`src/conv_pkg.sv`:
```
package conv_pkg;

    //////////////////////////////////////////////////
    // datapath sizes
    //////////////////////////////////////////////////

    // elements per row
    parameter int LANES = 4;
    parameter int ELEM_W = 8;

    // external memory bus
    parameter int WORD_W = 16;

    parameter int ROW_W = LANES * ELEM_W;
    parameter int ROW_WORDS = ROW_W / WORD_W;

    // 16 rows per memory
    parameter int ROW_ADDR_W = 4;

    // 16 rows x 4 products of 8x8 bits, with headroom
    parameter int ACC_W = 24;

    //////////////////////////////////////////////////
    // types
    //////////////////////////////////////////////////

    typedef logic signed [ELEM_W-1:0] elem_t;
    typedef logic signed [ACC_W-1:0] acc_t;

    // controller states
    typedef enum logic [1:0] {
        IDLE,
        READ,
        DRAIN,
        DONE
    } ctrl_state_e;

endpackage

```
`src/conv_accel_top.sv`:
```
`timescale 1ns/10ps

module conv_accel_top
    import conv_pkg::*;
#(
    parameter int LANES = conv_pkg::LANES,
    parameter int ELEM_W = conv_pkg::ELEM_W,
    parameter int WORD_W = conv_pkg::WORD_W,
    parameter int ROW_ADDR_W = conv_pkg::ROW_ADDR_W,
    parameter int ACC_W = conv_pkg::ACC_W
) (
    input  logic                clk_i,
    input  logic                rd_weight_rst,
    input  logic [WORD_W-1:0]   mem_data_i,
    input  logic                feature_valid_i,
    input  logic                weight_valid_i,
    input  logic                load_restart_i,
    input  logic                start_i,
    input  logic [ROW_ADDR_W:0] num_rows_i,
    output acc_t                result_o,
    output logic                done_o,
    output logic                busy_o
);

    localparam int ROW_W = LANES * ELEM_W;

    logic                  rd_en;
    logic [ROW_ADDR_W-1:0] rd_addr;
    logic [ROW_W-1:0]      feature_row;
    logic [ROW_W-1:0]      weight_row;
    logic                  weight_ld;
    logic                  acc_clr;
    logic                  acc_en;

    //////////////////////////////////////////////////
    // feature and weight row memories
    //////////////////////////////////////////////////

    row_buffer #(
        .WORD_W     (WORD_W),
        .ROW_W      (ROW_W),
        .ROW_ADDR_W (ROW_ADDR_W)
    ) u_feature_buf (
        .clk_i         (clk_i),
        .rd_weight_rst (rd_weight_rst),
        .wr_valid_i    (feature_valid_i),
        .wr_word_i     (mem_data_i),
        .restart_i     (load_restart_i),
        .rd_en_i       (rd_en),
        .rd_addr_i     (rd_addr),
        .rd_row_o      (feature_row)
    );

    row_buffer #(
        .WORD_W     (WORD_W),
        .ROW_W      (ROW_W),
        .ROW_ADDR_W (ROW_ADDR_W)
    ) u_weight_buf (
        .clk_i         (clk_i),
        .rd_weight_rst (rd_weight_rst),
        .wr_valid_i    (weight_valid_i),
        .wr_word_i     (mem_data_i),
        .restart_i     (load_restart_i),
        .rd_en_i       (rd_en),
        .rd_addr_i     (rd_addr),
        .rd_row_o      (weight_row)
    );

    //////////////////////////////////////////////////
    // compute
    //////////////////////////////////////////////////

    mac_engine #(
        .LANES  (LANES),
        .ELEM_W (ELEM_W),
        .ACC_W  (ACC_W)
    ) u_mac (
        .clk_i         (clk_i),
        .rd_weight_rst (rd_weight_rst),
        .feature_row_i (feature_row),
        .weight_row_i  (weight_row),
        .weight_ld_i   (weight_ld),
        .acc_clr_i     (acc_clr),
        .acc_en_i      (acc_en),
        .acc_o         (result_o)
    );

    conv_ctrl #(
        .ROW_ADDR_W (ROW_ADDR_W)
    ) u_ctrl (
        .clk_i         (clk_i),
        .rd_weight_rst (rd_weight_rst),
        .start_i       (start_i),
        .num_rows_i    (num_rows_i),
        .rd_en_o       (rd_en),
        .rd_addr_o     (rd_addr),
        .weight_ld_o   (weight_ld),
        .acc_clr_o     (acc_clr),
        .acc_en_o      (acc_en),
        .busy_o        (busy_o),
        .done_o        (done_o)
    );

endmodule

```
`src/conv_ctrl.sv`:
```
`timescale 1ns/10ps

module conv_ctrl
    import conv_pkg::*;
#(
    parameter int ROW_ADDR_W = conv_pkg::ROW_ADDR_W
) (
    input  logic                  clk_i,
    input  logic                  rd_weight_rst,
    input  logic                  start_i,
    input  logic [ROW_ADDR_W:0]   num_rows_i,
    output logic                  rd_en_o,
    output logic [ROW_ADDR_W-1:0] rd_addr_o,
    output logic                  weight_ld_o,
    output logic                  acc_clr_o,
    output logic                  acc_en_o,
    output logic                  busy_o,
    output logic                  done_o
);

    ctrl_state_e           state_q;
    logic [ROW_ADDR_W-1:0] rd_cnt_q;
    logic [ROW_ADDR_W:0]   num_rows_q;
    // tap 0 loads the weight register, tap 1 accumulates, tap 2 marks the tail
    logic [2:0]            pipe_q;
    logic                  clr_q;
    logic                  accept;
    logic                  last_rd;
    logic                  rd_en;

    assign accept = (state_q == IDLE) && start_i;
    assign last_rd = ({1'b0, rd_cnt_q} == (num_rows_q - 1'b1));
    assign rd_en = (state_q == READ);

    //////////////////////////////////////////////////
    // state machine
    //////////////////////////////////////////////////

    always_ff @(posedge clk_i or posedge rd_weight_rst) begin
        if (rd_weight_rst) begin
            state_q <= IDLE;
            rd_cnt_q <= '0;
            num_rows_q <= '0;
        end else begin
            case (state_q)
                IDLE: begin
                    // start is only taken here, so a start while busy is dropped
                    if (start_i) begin
                        state_q <= READ;
                        rd_cnt_q <= '0;
                        num_rows_q <= num_rows_i;
                    end
                end
                READ: begin
                    // one row pair per cycle
                    rd_cnt_q <= rd_cnt_q + 1'b1;
                    if (last_rd) begin
                        state_q <= DRAIN;
                    end
                end
                DRAIN: begin
                    // last row has left the delay line
                    if (pipe_q == '0) begin
                        state_q <= DONE;
                    end
                end
                DONE: begin
                    state_q <= IDLE;
                end
                default: begin
                    state_q <= IDLE;
                end
            endcase
        end
    end

    //////////////////////////////////////////////////
    // pipeline alignment
    //////////////////////////////////////////////////

    always_ff @(posedge clk_i or posedge rd_weight_rst) begin
        if (rd_weight_rst) begin
            pipe_q <= '0;
            clr_q <= 1'b0;
        end else begin
            pipe_q <= {pipe_q[1:0], rd_en};
            clr_q <= accept;
        end
    end

    assign rd_en_o = rd_en;
    assign rd_addr_o = rd_cnt_q;
    assign weight_ld_o = pipe_q[0];
    assign acc_en_o = pipe_q[1];
    assign acc_clr_o = clr_q;
    assign busy_o = (state_q != IDLE);
    assign done_o = (state_q == DONE);

endmodule

```
`src/mac_engine.sv`:
```
`timescale 1ns/10ps

module mac_engine
    import conv_pkg::*;
#(
    parameter int LANES = conv_pkg::LANES,
    parameter int ELEM_W = conv_pkg::ELEM_W,
    parameter int ACC_W = conv_pkg::ACC_W
) (
    input  logic                      clk_i,
    input  logic                      rd_weight_rst,
    input  logic [LANES*ELEM_W-1:0]   feature_row_i,
    input  logic [LANES*ELEM_W-1:0]   weight_row_i,
    input  logic                      weight_ld_i,
    input  logic                      acc_clr_i,
    input  logic                      acc_en_i,
    output acc_t                      acc_o
);

    localparam int ROW_W = LANES * ELEM_W;
    localparam int PROD_W = 2 * ELEM_W;
    // products grow by one bit per tree level
    localparam int DOT_W = PROD_W + $clog2(LANES);

    logic [ROW_W-1:0]         weight_q;
    logic [ROW_W-1:0]         feature_q;
    elem_t                    feat_lane [LANES];
    elem_t                    wgt_lane [LANES];
    logic signed [DOT_W-1:0]  node [1:2*LANES-1];
    logic signed [DOT_W-1:0]  dot;
    logic signed [ACC_W-1:0]  dot_ext;
    logic signed [ACC_W-1:0]  acc_q;

    //////////////////////////////////////////////////
    // row registers
    //////////////////////////////////////////////////

    // feature row is latched beside the weight row to keep them aligned
    always_ff @(posedge clk_i) begin
        if (weight_ld_i) begin
            weight_q <= weight_row_i;
            feature_q <= feature_row_i;
        end
    end

    //////////////////////////////////////////////////
    // lane multipliers and adder tree
    //////////////////////////////////////////////////

    // heap layout: leaves at LANES..2*LANES-1, root at node 1
    for (genvar i = 0; i < LANES; i++) begin : g_lane
        assign feat_lane[i] = feature_q[i*ELEM_W +: ELEM_W];
        assign wgt_lane[i] = weight_q[i*ELEM_W +: ELEM_W];
        assign node[LANES+i] = DOT_W'(feat_lane[i] * wgt_lane[i]);
    end

    for (genvar k = 1; k < LANES; k++) begin : g_tree
        assign node[k] = node[2*k] + node[2*k+1];
    end

    assign dot = node[1];
    assign dot_ext = {{(ACC_W-DOT_W){dot[DOT_W-1]}}, dot};

    //////////////////////////////////////////////////
    // row accumulator
    //////////////////////////////////////////////////

    // clear wins over accumulate
    always_ff @(posedge clk_i or posedge rd_weight_rst) begin
        if (rd_weight_rst) begin
            acc_q <= '0;
        end else if (acc_clr_i) begin
            acc_q <= '0;
        end else if (acc_en_i) begin
            acc_q <= acc_q + dot_ext;
        end
    end

    assign acc_o = acc_q;

endmodule

```
`src/row_buffer.sv`:
```
`timescale 1ns/10ps

module row_buffer #(
    parameter int WORD_W = 16,
    parameter int ROW_W = 32,
    parameter int ROW_ADDR_W = 4
) (
    input  logic                  clk_i,
    input  logic                  rd_weight_rst,
    input  logic                  wr_valid_i,
    input  logic [WORD_W-1:0]     wr_word_i,
    input  logic                  restart_i,
    input  logic                  rd_en_i,
    input  logic [ROW_ADDR_W-1:0] rd_addr_i,
    output logic [ROW_W-1:0]      rd_row_o
);

    localparam int ROW_WORDS = ROW_W / WORD_W;
    localparam int CNT_W = (ROW_WORDS > 1) ? $clog2(ROW_WORDS) : 1;
    localparam int DEPTH = 2 ** ROW_ADDR_W;

    logic [CNT_W-1:0]      word_cnt_q;
    logic [ROW_W-1:0]      pack_q;
    logic                  wr_pend_q;
    logic [ROW_ADDR_W-1:0] wr_ptr_q;
    logic [ROW_W-1:0]      mem [DEPTH];
    logic [ROW_W-1:0]      rd_row_q;
    logic                  last_word;

    assign last_word = (word_cnt_q == CNT_W'(ROW_WORDS - 1));

    //////////////////////////////////////////////////
    // word packer
    //////////////////////////////////////////////////

    // new words enter at the top, so the first word ends up in the low bits
    always_ff @(posedge clk_i) begin
        if (wr_valid_i) begin
            pack_q <= {wr_word_i, pack_q[ROW_W-1:WORD_W]};
        end
    end

    always_ff @(posedge clk_i or posedge rd_weight_rst) begin
        if (rd_weight_rst) begin
            word_cnt_q <= '0;
            wr_pend_q <= 1'b0;
        end else if (restart_i) begin
            word_cnt_q <= '0;
            wr_pend_q <= 1'b0;
        end else begin
            // row complete, write it on the following edge
            wr_pend_q <= wr_valid_i && last_word;
            if (wr_valid_i) begin
                if (last_word) begin
                    word_cnt_q <= '0;
                end else begin
                    word_cnt_q <= word_cnt_q + 1'b1;
                end
            end
        end
    end

    //////////////////////////////////////////////////
    // row memory
    //////////////////////////////////////////////////

    // pointer wraps at the memory depth
    always_ff @(posedge clk_i or posedge rd_weight_rst) begin
        if (rd_weight_rst) begin
            wr_ptr_q <= '0;
        end else if (restart_i) begin
            wr_ptr_q <= '0;
        end else if (wr_pend_q) begin
            wr_ptr_q <= wr_ptr_q + 1'b1;
        end
    end

    always_ff @(posedge clk_i) begin
        if (wr_pend_q) begin
            mem[wr_ptr_q] <= pack_q;
        end
    end

    // registered read port, one cycle latency
    always_ff @(posedge clk_i) begin
        if (rd_en_i) begin
            rd_row_q <= mem[rd_addr_i];
        end
    end

    assign rd_row_o = rd_row_q;

endmodule
```
`config.mk`:
```
export PLATFORM = sky130hd
export DESIGN_NAME = conv_accel_top
export DESIGN_NICKNAME = d
export VERILOG_FILES = /design/src/conv_pkg.sv /design/src/conv_accel_top.sv /design/src/conv_ctrl.sv /design/src/mac_engine.sv /design/src/row_buffer.sv
export SDC_FILE = /design/constraint.sdc
export NUM_CORES = 2
export LEC_CHECK = 0
export ABC_AREA = 1
export BUFFER_PORTS_ARGS = -buffer_cell sky130_fd_sc_hd__buf_2
export CAP_MARGIN = 20
export CORE_ASPECT_RATIO = 1.5
export CORE_MARGIN = 8
export CORE_UTILIZATION = 45
export DETAILED_ROUTE_END_ITERATION = 16
export GPL_TIMING_DRIVEN = 1
export PLACE_DENSITY = 0.59
export SLEW_MARGIN = 20
export SYNTH_ARGS = -nofsm -noshare
export SYNTH_HDL_FRONTEND = slang
export SYNTH_SLANG_ARGS = --single-unit
export TNS_END_PERCENT = 10
```
`constraint.sdc`:
```
create_clock -name clk_i -period 8.01 [get_ports clk_i]
set_input_delay 0.4005 -clock clk_i [delete_from_list [all_inputs] [get_ports clk_i]]
set_output_delay 0.4005 -clock clk_i [all_outputs]
set_load 0.02 [all_outputs]
```
==> results_dict.tcl <==
set metrics [dict create \
    regToRegStartpoint "u_mac.feature_q[22]$_DFFE_PP_" \
    endpoint "u_mac.acc_o[22]$_DFFE_PP0P_" \
    yosysWarnings 0 \
    synthXorXnorAreaFrac_pct 1.22 \
    dieArea_um2 148000 \
    cpMaxStageDelayCell "fa_1" \
    clock_latency_ps 750 \
    core_um2 135000 \
    critPathBufInv 9 \
    cts_root_buffer "clkbuf_16" \
    dr.pass1.iters 5 \
    ys_seq_area_share_pct 62.1 \
    finalWorstSetupSlack_ps 216 \
    path_common_cell "fa_1" \
    synth.mux.area_fraction_pct 0 \
    period_minus_slack_ps 7790 \
    fin_skew_ps 71.6 \
    criticalPathCategory "reg -> reg" \
    cts_tree "done" \
    status "completed" \
    gr-total-overflow 0 \
    synth.distinct_cells 45 \
    wirelength_mm 155 \
    first_global_vias 37900 \
    tns_ps 0 \
    vias 37900 \
    hold_viol 0 \
    tightest_slew_ps 999 \
    portBuffers 52 \
    antenna_found_initial 10 \
    synth-seq-cells 1267 \
    final_cell_mix "edfxtp_1, inv_1, nor2_1" \
    avgSynthCellArea_um2 12.1 \
    grt_use_total_pct 20.6 \
    synth_ff_type "edfxtp_1" \
    dp_hpwl_mm 92.2 \
    cp.depth 36 \
    rsz0062_at_grt "yes" \
    ff2ff_setup_slack_ps 220 \
    setup_violations 0 \
    min_path_type "in -> reg" \
    cts_buffer_depth 3 \
    clkTransAtPathRegs_ps 60 \
    required_ps 8630 \
    synthArstFlopShare_pct 4.03 \
    io_pins 53 \
    cts_made_buffers 114 \
    cts_sinks 1267 \
    end_kind "register" \
    synthSimpleGateAreaFrac_pct 8.40 \
    syn2layout_area_growth_pct 11.0 \
    relSlewSlack_pct 33.4 \
    grt_max_degree 233 \
    vias_per_cell 5.48 \
    crit_path_start_kind "register" \
    die_h_um 466 \
    synthAdderAreaFrac_pct 11.9 \
    layout_commonest_cell "edfxtp_1" \
    path_max_fanout 7 \
    postRouteAntennaNets 0 \
    drive_above_1_share_pct 8.85 \
    initial_utilization_pct 45.2 \
    crit_family "adder cells" \
    rr_endpoint "u_mac.acc_o[22]$_DFFE_PP0P_" \
    cts_htree_levels 3 \
    drv_cap 0 \
    num_rows 165 \
    cp-startpoint "u_mac.feature_q[22]$_DFFE_PP_" \
    wire_per_inst_um 22.3 \
    dp_worst_setup_slack_ps -0.665 \
    grt_pass1_wl_mm 231 \
    fmax_ghz 0.128 \
    synth_compound_area_share_pct 10.3 \
    drv_slew 0 \
    period_share_pct 97.3 \
    syn_nets 5479 \
    nNetsFinal 5521 \
    gp_congestion 0.887 \
    r2r_cells 36 \
    drt-initial-drc-count 2771 \
    hold_path.startpoint "start_i" \
    synth_top_family_by_area "adder cells" \
    max_stage_delay_ps 580 \
    drc 0 \
    critical_path_arrival_ps 8420 \
    synth_area_um2 60900 \
    die_w_um 316 \
    synth_cells 5027 \
    dpl_cell_area_um2 63200 \
    final_area_um2 67600 \
    synth_edf_count 1216 \
    final_util_pct 50.2 \
]
==> how the worst min path moves through the flow <==
stage	end	cells past startpoint
6_report	u_ctrl.state_q[1]$_DFFE_PP0P_	4
5_1_grt	u_ctrl.rd_addr_o[0]$_DFFE_PP0P_	3
4_1_cts	u_ctrl.state_q[1]$_DFFE_PP0P_	4
3_5_place_dp	u_mac.weight_q[17]$_DFFE_PP_	0
3_3_place_gp	u_mac.feature_q[18]$_DFFE_PP_	0
2_1_floorplan	u_ctrl.pipe_q[2]$_DFF_PP0_	0
==> per-stage QoR <==
step                      hold WS, ps  std cells
after detailed placement          405       6663
after global routing             70.3       6918
after CTS                        10.2       6896
after floorplan                   395       5027
final                            69.8       6922
after global placement            402       6663
==> area by class of cell <==
| type | instances | area, µm² |
|---|---|---|
| Antenna cell | 6 | 15.0 |
| Clock buffer | 134 | 2930 |
| Clock inverter | 76 | 818 |
| Fill cell | 11700 | 67000 |
| Inverter | 636 | 2410 |
| Multi-Input combinational cell | 2847 | 19900 |
| Sequential cell | 1267 | 37800 |
| Tap cell | 1753 | 2190 |
| Timing Repair Buffer | 203 | 1530 |
==> metal layers <==
metal	global-route usage [%]	vias up	wire length (µm)
met2	37.0	1025	79900
met5	0	-	27
li1	-	17500	-
met4	8.85	4	6830
met3	3.03	291	7640
met1	24.6	19100	60200
==> cells by family (layout without fill, tap and decap cells) <==
kind of cell,Yosys count,count (layout)
flip-flops,1267,1267
adder cells (fa/ha/maj),425,425
AND/OR/NAND/NOR,1302,1302
XOR/XNOR,85,85
buffers and inverters,913,1049
AO/OA/AOI/OAI,1035,1035
other,0,6
==> worst reg2reg max path: cells and delay by family, from the launching register on <==
kind	cells	cell delay, ps
adder cells (fa/ha/maj)	9	4020
AND/OR/NAND/NOR	15	1900
buffers and inverters	9	960
flip-flops	1	460
XOR/XNOR	1	180
AO/OA/AOI/OAI	2	160
==> cells in the mapped netlist, types with 2 or more instances <==
cell type | instances | area share [%]
edfxtp_1 | 1216 | 60
inv_1 | 631 | 3.9
nor2_1 | 617 | 3.8
nand2_1 | 538 | 3.3
o21ai_0 | 501 | 4.1
fa_1 | 254 | 8.4
clkbuf_1 | 195 | 1.2
o221ai_1 | 182 | 2.6
ha_1 | 171 | 3.5
nand3_1 | 109 | 0.90
a21oi_1 | 91 | 0.75
o22ai_1 | 76 | 0.78
o211ai_1 | 74 | 0.91
o21ai_1 | 71 | 0.58
dfrtp_1 | 51 | 2.1
xor2_1 | 43 | 0.62
xnor2_1 | 42 | 0.60
buf_2 | 40 | 0.33
buf_6 | 29 | 0.54
or2_2 | 15 | 0.15
buf_4 | 10 | 0.12
nor3_1 | 10 | 0.082
o21bai_1 | 7 | 0.086
a21o_1 | 6 | 0.074
nand4_1 | 6 | 0.062
a31oi_1 | 5 | 0.051
nand3b_1 | 5 | 0.062
o2111ai_1 | 5 | 0.072
a21boi_0 | 4 | 0.049
a211oi_1 | 3 | 0.037
clkinv_1 | 3 | 0.018
o21a_1 | 3 | 0.037
o31ai_1 | 2 | 0.025
==> registers in the layout, summed over array words and instances (netlist names) <==
name,count
u_ctrl.num_rows_q,5
u_ctrl.acc_clr_o,1
u_feature_buf.wr_ptr_q,4
u_feature_buf.pack_q,32
u_mac.acc_o,24
u_ctrl.pipe_q,3
u_weight_buf.pack_q,32
u_weight_buf.last_word,1
u_mac.feature_q,32
u_weight_buf.rd_row_o,32
u_feature_buf.last_word,1
u_weight_buf.wr_ptr_q,4
u_feature_buf.wr_pend_q,1
u_mac.weight_q,32
u_feature_buf.mem,512
u_weight_buf.wr_pend_q,1
u_ctrl.state_q,2
u_weight_buf.mem,512
u_ctrl.rd_addr_o,4
u_feature_buf.rd_row_o,32
==> timing repair <==
item                                    in CTS  in global routing
gates resized for setup                      2                 64
hold endpoints to repair                    90                  0
pin swaps                                    0                 20
endpoints found under the setup margin       2                 11
hold buffers                                23                  0
setup buffers                                0                 20
Power is not shown: default switching activity piles up to over one toggle a cycle in this logic, so the estimate is an artifact.
